$ cat config.mk
export PLATFORM = sky130hd
export DESIGN_NAME = muladd_unit
export DESIGN_NICKNAME = d
export VERILOG_FILES = /design/src/design/muladd_types_pkg.sv /design/src/design/muladd_config_pkg.sv /design/src/design/muladd_decode.sv /design/src/design/muladd_execute.sv /design/src/design/muladd_result.sv /design/src/design/muladd_unit.sv
export SDC_FILE = /design/constraint.sdc
export NUM_CORES = 2
export LEC_CHECK = 0
export BUFFER_PORTS_ARGS = -buffer_cell sky130_fd_sc_hd__buf_2
export CAP_MARGIN = 25
export CORE_MARGIN = 3
export CORE_UTILIZATION = 50
export DETAILED_ROUTE_END_ITERATION = 8
export PLACE_DENSITY = 0.67
export SETUP_SLACK_MARGIN = 0.05
export SLEW_MARGIN = 20
export SYNTH_ARGS = -nofsm -noshare
export SYNTH_HDL_FRONTEND = slang
export SYNTH_HIERARCHICAL = 1
export SYNTH_SLANG_ARGS = --single-unit
$ cat constraint.sdc
create_clock -name clk -period 8.91 [get_ports clk]
set_input_delay 1.782 -clock clk [delete_from_list [all_inputs] [get_ports clk]]
set_output_delay 1.782 -clock clk [all_outputs]
set_load 0.005 [all_outputs]
$ cat src/design/muladd_types_pkg.sv
`default_nettype none

// widths shared by every stage of the multiply-accumulate unit
package muladd_types_pkg;

   // flow bus word, fixed point positions in result depend on it
   localparam int data_w = 32;

   // select field, enough for 16 bus words
   localparam int sel_w = 4;

   // one word of the data flow bus
   typedef logic [data_w-1:0] data_t;

   // full signed product, accumulator or shaped result
   typedef logic [2*data_w-1:0] prod_t;

   // index of a word on the bus
   typedef logic [sel_w-1:0] sel_t;

endpackage

`default_nettype wire

$ cat src/design/muladd_config_pkg.sv
`default_nettype none

// configuration word and the records passed between stages
package muladd_config_pkg;

   import muladd_types_pkg::*;

   // operation codes, op_macc is also the catch-all
   typedef enum logic [3:0] {
      op_macc         = 4'd0,
      op_mul_div2     = 4'd1,
      op_mul          = 4'd2,
      op_macc_div2    = 4'd3,
      op_msub_div2    = 4'd4,
      op_macc_hi      = 4'd5,
      op_macc_16q16   = 4'd6,
      op_msub         = 4'd7,
      op_mul_low      = 4'd8,
      op_mul_low_macc = 4'd9
   } muladd_op_e;

   // static configuration, sela in the top bits
   typedef struct packed {
      sel_t       sela;   // multiplicand
      sel_t       selb;   // multiplier
      sel_t       selo;   // control word, zero restarts the accumulator
      muladd_op_e opcode;
   } muladd_cfg_t;

   // decode to execute
   // ld_acc already lags op_a/op_b by one cycle
   typedef struct packed {
      data_t op_a;
      data_t op_b;
      logic  ld_acc;
   } operands_t;

   // execute to result, product and flag from the same sample
   typedef struct packed {
      prod_t product;
      logic  ld_acc;
   } product_t;

endpackage

`default_nettype wire

$ cat src/design/muladd_decode.sv
`timescale 1ns/1ns
`default_nettype none

// splits the configuration word and picks operands off the flow bus
module muladd_decode
   import muladd_types_pkg::*, muladd_config_pkg::*;
#(
   parameter int n_flow = 8
) (
   input  wire logic                     clk,
   input  wire logic                     rst,
   input  wire muladd_cfg_t              cfg,
   input  wire data_t [n_flow-1:0]       flow_in,
   output operands_t                     opnds,
   output muladd_op_e                    opcode
);

   // bus word behind a select, zero for an index past the bus
   function automatic data_t pick_word(input sel_t sel, input data_t [n_flow-1:0] words);
      if (int'(sel) < n_flow) begin
         return words[sel];
      end
      return '0;
   endfunction

   data_t op_o;       // control word chosen by selo
   logic  ld_acc_q;   // selo word was zero last cycle

   assign opcode = cfg.opcode;

   // operand muxes, no latency
   assign opnds.op_a = pick_word(cfg.sela, flow_in);
   assign opnds.op_b = pick_word(cfg.selb, flow_in);
   assign op_o       = pick_word(cfg.selo, flow_in);

   // flag lines up with the operand registers in execute
   always_ff @(posedge clk or posedge rst) begin
      if (rst) begin
         ld_acc_q <= 1'b0;
      end else begin
         ld_acc_q <= (op_o == '0);
      end
   end

   assign opnds.ld_acc = ld_acc_q;

   // every select must name a word that exists on this bus
   sel_range_a: assert property (
      @(posedge clk) disable iff (rst)
         (int'(cfg.sela) < n_flow) &&
         (int'(cfg.selb) < n_flow) &&
         (int'(cfg.selo) < n_flow)
   ) else $error("muladd_decode: select out of range, cfg %h, n_flow %0d", cfg, n_flow);

endmodule

`default_nettype wire

$ cat src/design/muladd_execute.sv
`timescale 1ns/1ns
`default_nettype none

// two-stage signed 32x32 multiplier
module muladd_execute
   import muladd_types_pkg::*, muladd_config_pkg::*;
(
   input  wire logic      clk,
   input  wire logic      rst,
   input  wire operands_t opnds,
   output product_t       prod
);

   data_t a_q;   // stage 1 operands
   data_t b_q;
   logic signed [2*data_w-1:0] mul_full;   // full width signed product
   product_t prod_q;                      // stage 2

   assign mul_full = $signed(a_q) * $signed(b_q);

   always_ff @(posedge clk or posedge rst) begin
      if (rst) begin
         a_q    <= '0;
         b_q    <= '0;
         prod_q <= '0;
      end else begin
         a_q <= opnds.op_a;
         b_q <= opnds.op_b;

         // flag arrives a cycle late from decode, so it joins here
         prod_q.product <= prod_t'(mul_full);
         prod_q.ld_acc  <= opnds.ld_acc;
      end
   end

   assign prod = prod_q;

   // both stages come out of reset empty, so the first two products are zero
   prod_flush_a: assert property (
      @(posedge clk)
         $fell(rst) |-> (prod == '0) ##1 (prod == '0)
   ) else $error("muladd_execute: product not cleared after reset, prod %h", prod);

endmodule

`default_nettype wire

$ cat src/design/muladd_result.sv
`timescale 1ns/1ns
`default_nettype none

// shapes the product per opcode and holds the accumulator
module muladd_result
   import muladd_types_pkg::*, muladd_config_pkg::*;
(
   input  wire logic       clk,
   input  wire logic       rst,
   input  wire product_t   prod,
   input  wire muladd_op_e opcode,
   output data_t          flow_out
);

   // keeps the upper word only
   localparam prod_t hi_mask = {{data_w{1'b1}}, {data_w{1'b0}}};

   prod_t acc;
   prod_t shaped;   // next accumulator value

   prod_t p;        // raw product
   prod_t p_x2;     // q1.31 times q1.31 realigned
   prod_t p_lo;     // low word moved up
   prod_t p_q16;    // 16q16 product in upper word
   logic  restart;

   assign p       = prod.product;
   assign p_x2    = p << 1;
   assign p_lo    = p << data_w;
   assign p_q16   = {p[3*data_w/2-1 -: data_w], {data_w{1'b0}}};
   assign restart = prod.ld_acc;

   always_comb begin
      case (opcode)
         op_mul_div2: shaped = p & hi_mask;
         op_mul:      shaped = p_x2;
         op_mul_low:  shaped = p_lo;

         op_macc_div2: begin
            if (restart) begin
               shaped = p & hi_mask;
            end else begin
               shaped = (acc + p) & hi_mask;
            end
         end

         op_msub_div2: begin
            if (restart) begin
               shaped = p;
            end else begin
               shaped = acc - p;
            end
         end

         op_macc_hi: begin
            if (restart) begin
               shaped = p_x2 & hi_mask;
            end else begin
               shaped = (acc + p_x2) & hi_mask;
            end
         end

         op_macc_16q16: begin
            if (restart) begin
               shaped = p_q16;
            end else begin
               shaped = acc + p_q16;
            end
         end

         op_msub: begin
            if (restart) begin
               shaped = p_x2;
            end else begin
               shaped = acc - p_x2;
            end
         end

         op_mul_low_macc: shaped = acc + p_lo;   // no restart here

         default: begin   // op_macc
            if (restart) begin
               shaped = p_x2;
            end else begin
               shaped = acc + p_x2;
            end
         end
      endcase
   end

   // acc follows the shaped value every cycle, plain multiplies too
   always_ff @(posedge clk or posedge rst) begin
      if (rst) begin
         acc <= '0;
      end else begin
         acc <= shaped;
      end
   end

   assign flow_out = shaped[2*data_w-1 -: data_w];

   // an undriven config word would poison acc for good
   opcode_known_a: assert property (
      @(posedge clk) disable iff (rst)
         !$isunknown(opcode)
   ) else $error("muladd_result: opcode unknown");

endmodule

`default_nettype wire

$ cat src/design/muladd_unit.sv
`timescale 1ns/1ns
`default_nettype none

// multiply / multiply-accumulate unit on the data flow bus
// flow_out trails flow_in and cfg by two cycles
module muladd_unit
   import muladd_types_pkg::*, muladd_config_pkg::*;
#(
   parameter int n_flow = 8   // words on the bus
) (
   input  wire logic               clk,
   input  wire logic               rst,
   input  wire muladd_cfg_t        cfg,
   input  wire data_t [n_flow-1:0] flow_in,
   output data_t                   flow_out
);

   operands_t  opnds;    // decode to execute
   muladd_op_e opcode;   // decode to result
   product_t   prod;     // execute to result

   muladd_decode #(
      .n_flow (n_flow)
   ) u_decode (
      .clk     (clk),
      .rst     (rst),
      .cfg     (cfg),
      .flow_in (flow_in),
      .opnds   (opnds),
      .opcode  (opcode)
   );

   muladd_execute u_execute (
      .clk   (clk),
      .rst   (rst),
      .opnds (opnds),
      .prod  (prod)
   );

   // opcode is static, so it needs no delay to meet its product
   muladd_result u_result (
      .clk      (clk),
      .rst      (rst),
      .prod     (prod),
      .opcode   (opcode),
      .flow_out (flow_out)
   );

endmodule

`default_nettype wire

==> flow_summary.json <==
{
  "period_share_pct": 95.05,
  "cts_tree": "done",
  "whs_ps": 368.8,
  "vias": 61110,
  "fin_area_mm2": 0.07147,
  "drt-wirelength-per-cell_um": 27.65,
  "cts_setup_buffers": 0,
  "r2r.worst_path.cells": 27,
  "yosysMostFrequentCell": "inv_1",
  "max_slew_margin_pct": 20.54,
  "synth_top_area_share_pct": 32.11,
  "finalSetupTns_ps": 0,
  "first_global_vias": 62730,
  "endpoint_kind": "register",
  "place_area_mm2": 0.07077,
  "antenna_left": 0,
  "grt_pass1_wl_um": 403000,
  "place_congestion": 1.078,
  "syn_nets": 9707,
  "async_flop_share_pct": 100.0,
  "ios": 306,
  "drive_gt1_share_pct": 9.613,
  "die_h_um": 374.2,
  "ys.flop_type": "dfrtp_1",
  "tightest_slew_ps": 1187,
  "finalSetupViolCount": 0,
  "syn_area_mm2": 0.06778,
  "clock-root-buffer": "clkbuf_16",
  "crit_arrival_ps": 8930,
  "yosys.cell_types.count": 123,
  "track_usage_pct": 38.12,
  "holdPathStages": 0,
  "gr-total-overflow": 0,
  "min_path_type": "register to register",
  "finalClockSkew_ps": 30.24,
  "fmax_mhz": 118.1,
  "cts_max_path_buffers": 2,
  "hold_viol": 0,
  "r2r_slack_ps": 440,
  "regToRegEndpoint": "u_execute/prod[63]",
  "drt_wl_total_um": 267300,
  "cts_resized": 0,
  "r2r-start": "u_execute/b_q[11]",
  "crit_end": "u_execute/prod[63]",
  "startpoint": "u_execute/b_q[11]",
  "initial_core_util_pct": 50.59,
  "yosys_warnings": 6,
  "hpwl_um": 219900,
  "row_count": 134,
  "dieArea_mm2": 0.1400,
  "synth_edf_count": 0,
  "drtIter0Drc": 7155,
  "dr.pass1.iters": 7,
  "path_clk_slew_ps": 90,
  "die_w_um": 374.2,
  "grt_max_degree": 67,
  "cp-start-kind": "register",
  "worstSkewPairLatency_ps": 560,
  "ys_top_cells_by_count": "1193 x inv_1, 1087 x fa_1, 778 x nand2_1",
  "vias_per_cell": 6.319,
  "synth_top_area_cell": "fa_1",
  "dpl.cell_count": 9617,
  "synthTopCellsByArea": "fa_1 32%, ha_1 9.2%, dfrtp_1 7.2%",
  "ys_ff_latch": 194,
  "areaGrowthSynthToFinish_pct": 5.453,
  "ctsHoldBuffers": 0,
  "rsz0062_at_grt": "no",
  "maxCapViolCount": 0,
  "antenna_found_initial": 22,
  "numCtsBuffers": 17,
  "drv_slew": 0,
  "path_class": "register to register",
  "status": "finished clean",
  "instances_no_fill": 9670,
  "ys_seq_area_share_pct": 7.163,
  "htreeDepth": 4,
  "synth_cells": 7849,
  "min_period_ps": 8469,
  "tritoncts_num_sinks": 194,
  "nNetsFinal": 9730,
  "cp_data_required_time_ps": 9370,
  "syn_area_per_cell_um2": 8.635,
  "drc": 0,
  "crit_fanout": 23,
  "core_mm2": 0.1340,
  "port_buffers": 305
}
through the flow:
| stage | util (%) | setup slack [ps] |
|---|---|---|
| 2_1_floorplan | - | 1265 |
| 3_3_place_gp | 52.81 | 657.9 |
| 3_5_place_dp | 52.83 | 614.3 |
| 4_1_cts | 53.28 | 581.2 |
| 5_1_grt | 53.35 | 172.8 |
| 6_report | 53.35 | 440.7 |
critical path, cell delays in order, from the launching register on:
cell      delay [ps]
dfrtp_1          990
buf_4            320
and2_1           170
fa_1             420
fa_1             400
fa_1             490
inv_1             50
fa_1             470
inv_1             50
fa_1             490
inv_1             50
fa_1             530
inv_1             60
fa_1             530
inv_1             60
fa_1             410
inv_1             80
ha_1             300
and3_4           230
a22oi_1          490
nand2b_1         220
and3_1           240
o31ai_2          430
a21oi_1          210
a21oi_2          240
o21ai_1          100
a21oi_1          180
xnor2_1          140
cells by family after synthesis:
family	after synthesis	synth area share [%]
compound gates	1590	15.85
fa+ha+maj	1584	41.28
flops	194	7.163
buf+inv	1683	9.780
xor+xnor	244	3.153
mux	221	5.651
simple gates	2333	17.12
layout make-up:
type	instances	area, µm²
Sequential cell	194	4858
Inverter	1208	4541
Antenna cell	17	42.54
Clock inverter	13	151.4
Multi-Input combinational cell	5972	56330
Timing Repair Buffer	479	2888
Clock buffer	19	452.9
Fill cell	12560	62490
Tap cell	1768	2212
layout by cell type, fill, tap and decap left out, types with 169 or more instances in the layout:
cell / instances
nor2_1: 411
a21oi_1: 455
buf_4: 169
fa_1: 1087
o21ai_0: 254
xnor2_1: 192
nand2_1: 777
ha_1: 497
and2_1: 528
inv_1: 1190
dfrtp_1: 193
buf_2: 304
layer usage:
layer | part of all wire (%) | routed length (µm) | GRT usage, % | vias to the layer above
met5 | 0.021 | 55 | 0 | -
met1 | 40 | 106200 | 50.16 | 30810
li1 | - | - | - | 26150
met2 | 45 | 121100 | 60.32 | 3422
met4 | 6.0 | 16150 | 19.43 | 8
met3 | 8.9 | 23820 | 7.061 | 718
state kept, by name, summed over array words and instances, names as in the netlist:
register and cells:
u_decode/ld_acc_q 1, u_execute/a_q 32, u_execute/b_q 32, u_execute/prod 65
u_result/acc 64
worst min path at each step:
stage / from / endpoint / slack, ps
floorplan: u_decode/ld_acc_q / u_execute/prod[0] / 420
global placement: u_decode/ld_acc_q / u_execute/prod[0] / 340
detailed placement: u_decode/ld_acc_q / u_execute/prod[0] / 350
CTS: u_decode/ld_acc_q / u_execute/prod[0] / 370
global route: u_decode/ld_acc_q / u_execute/prod[0] / 370
finish: u_decode/ld_acc_q / u_execute/prod[0] / 370
Power is not shown: default switching activity piles up to over one toggle a cycle in this logic, so the estimate is an artifact.
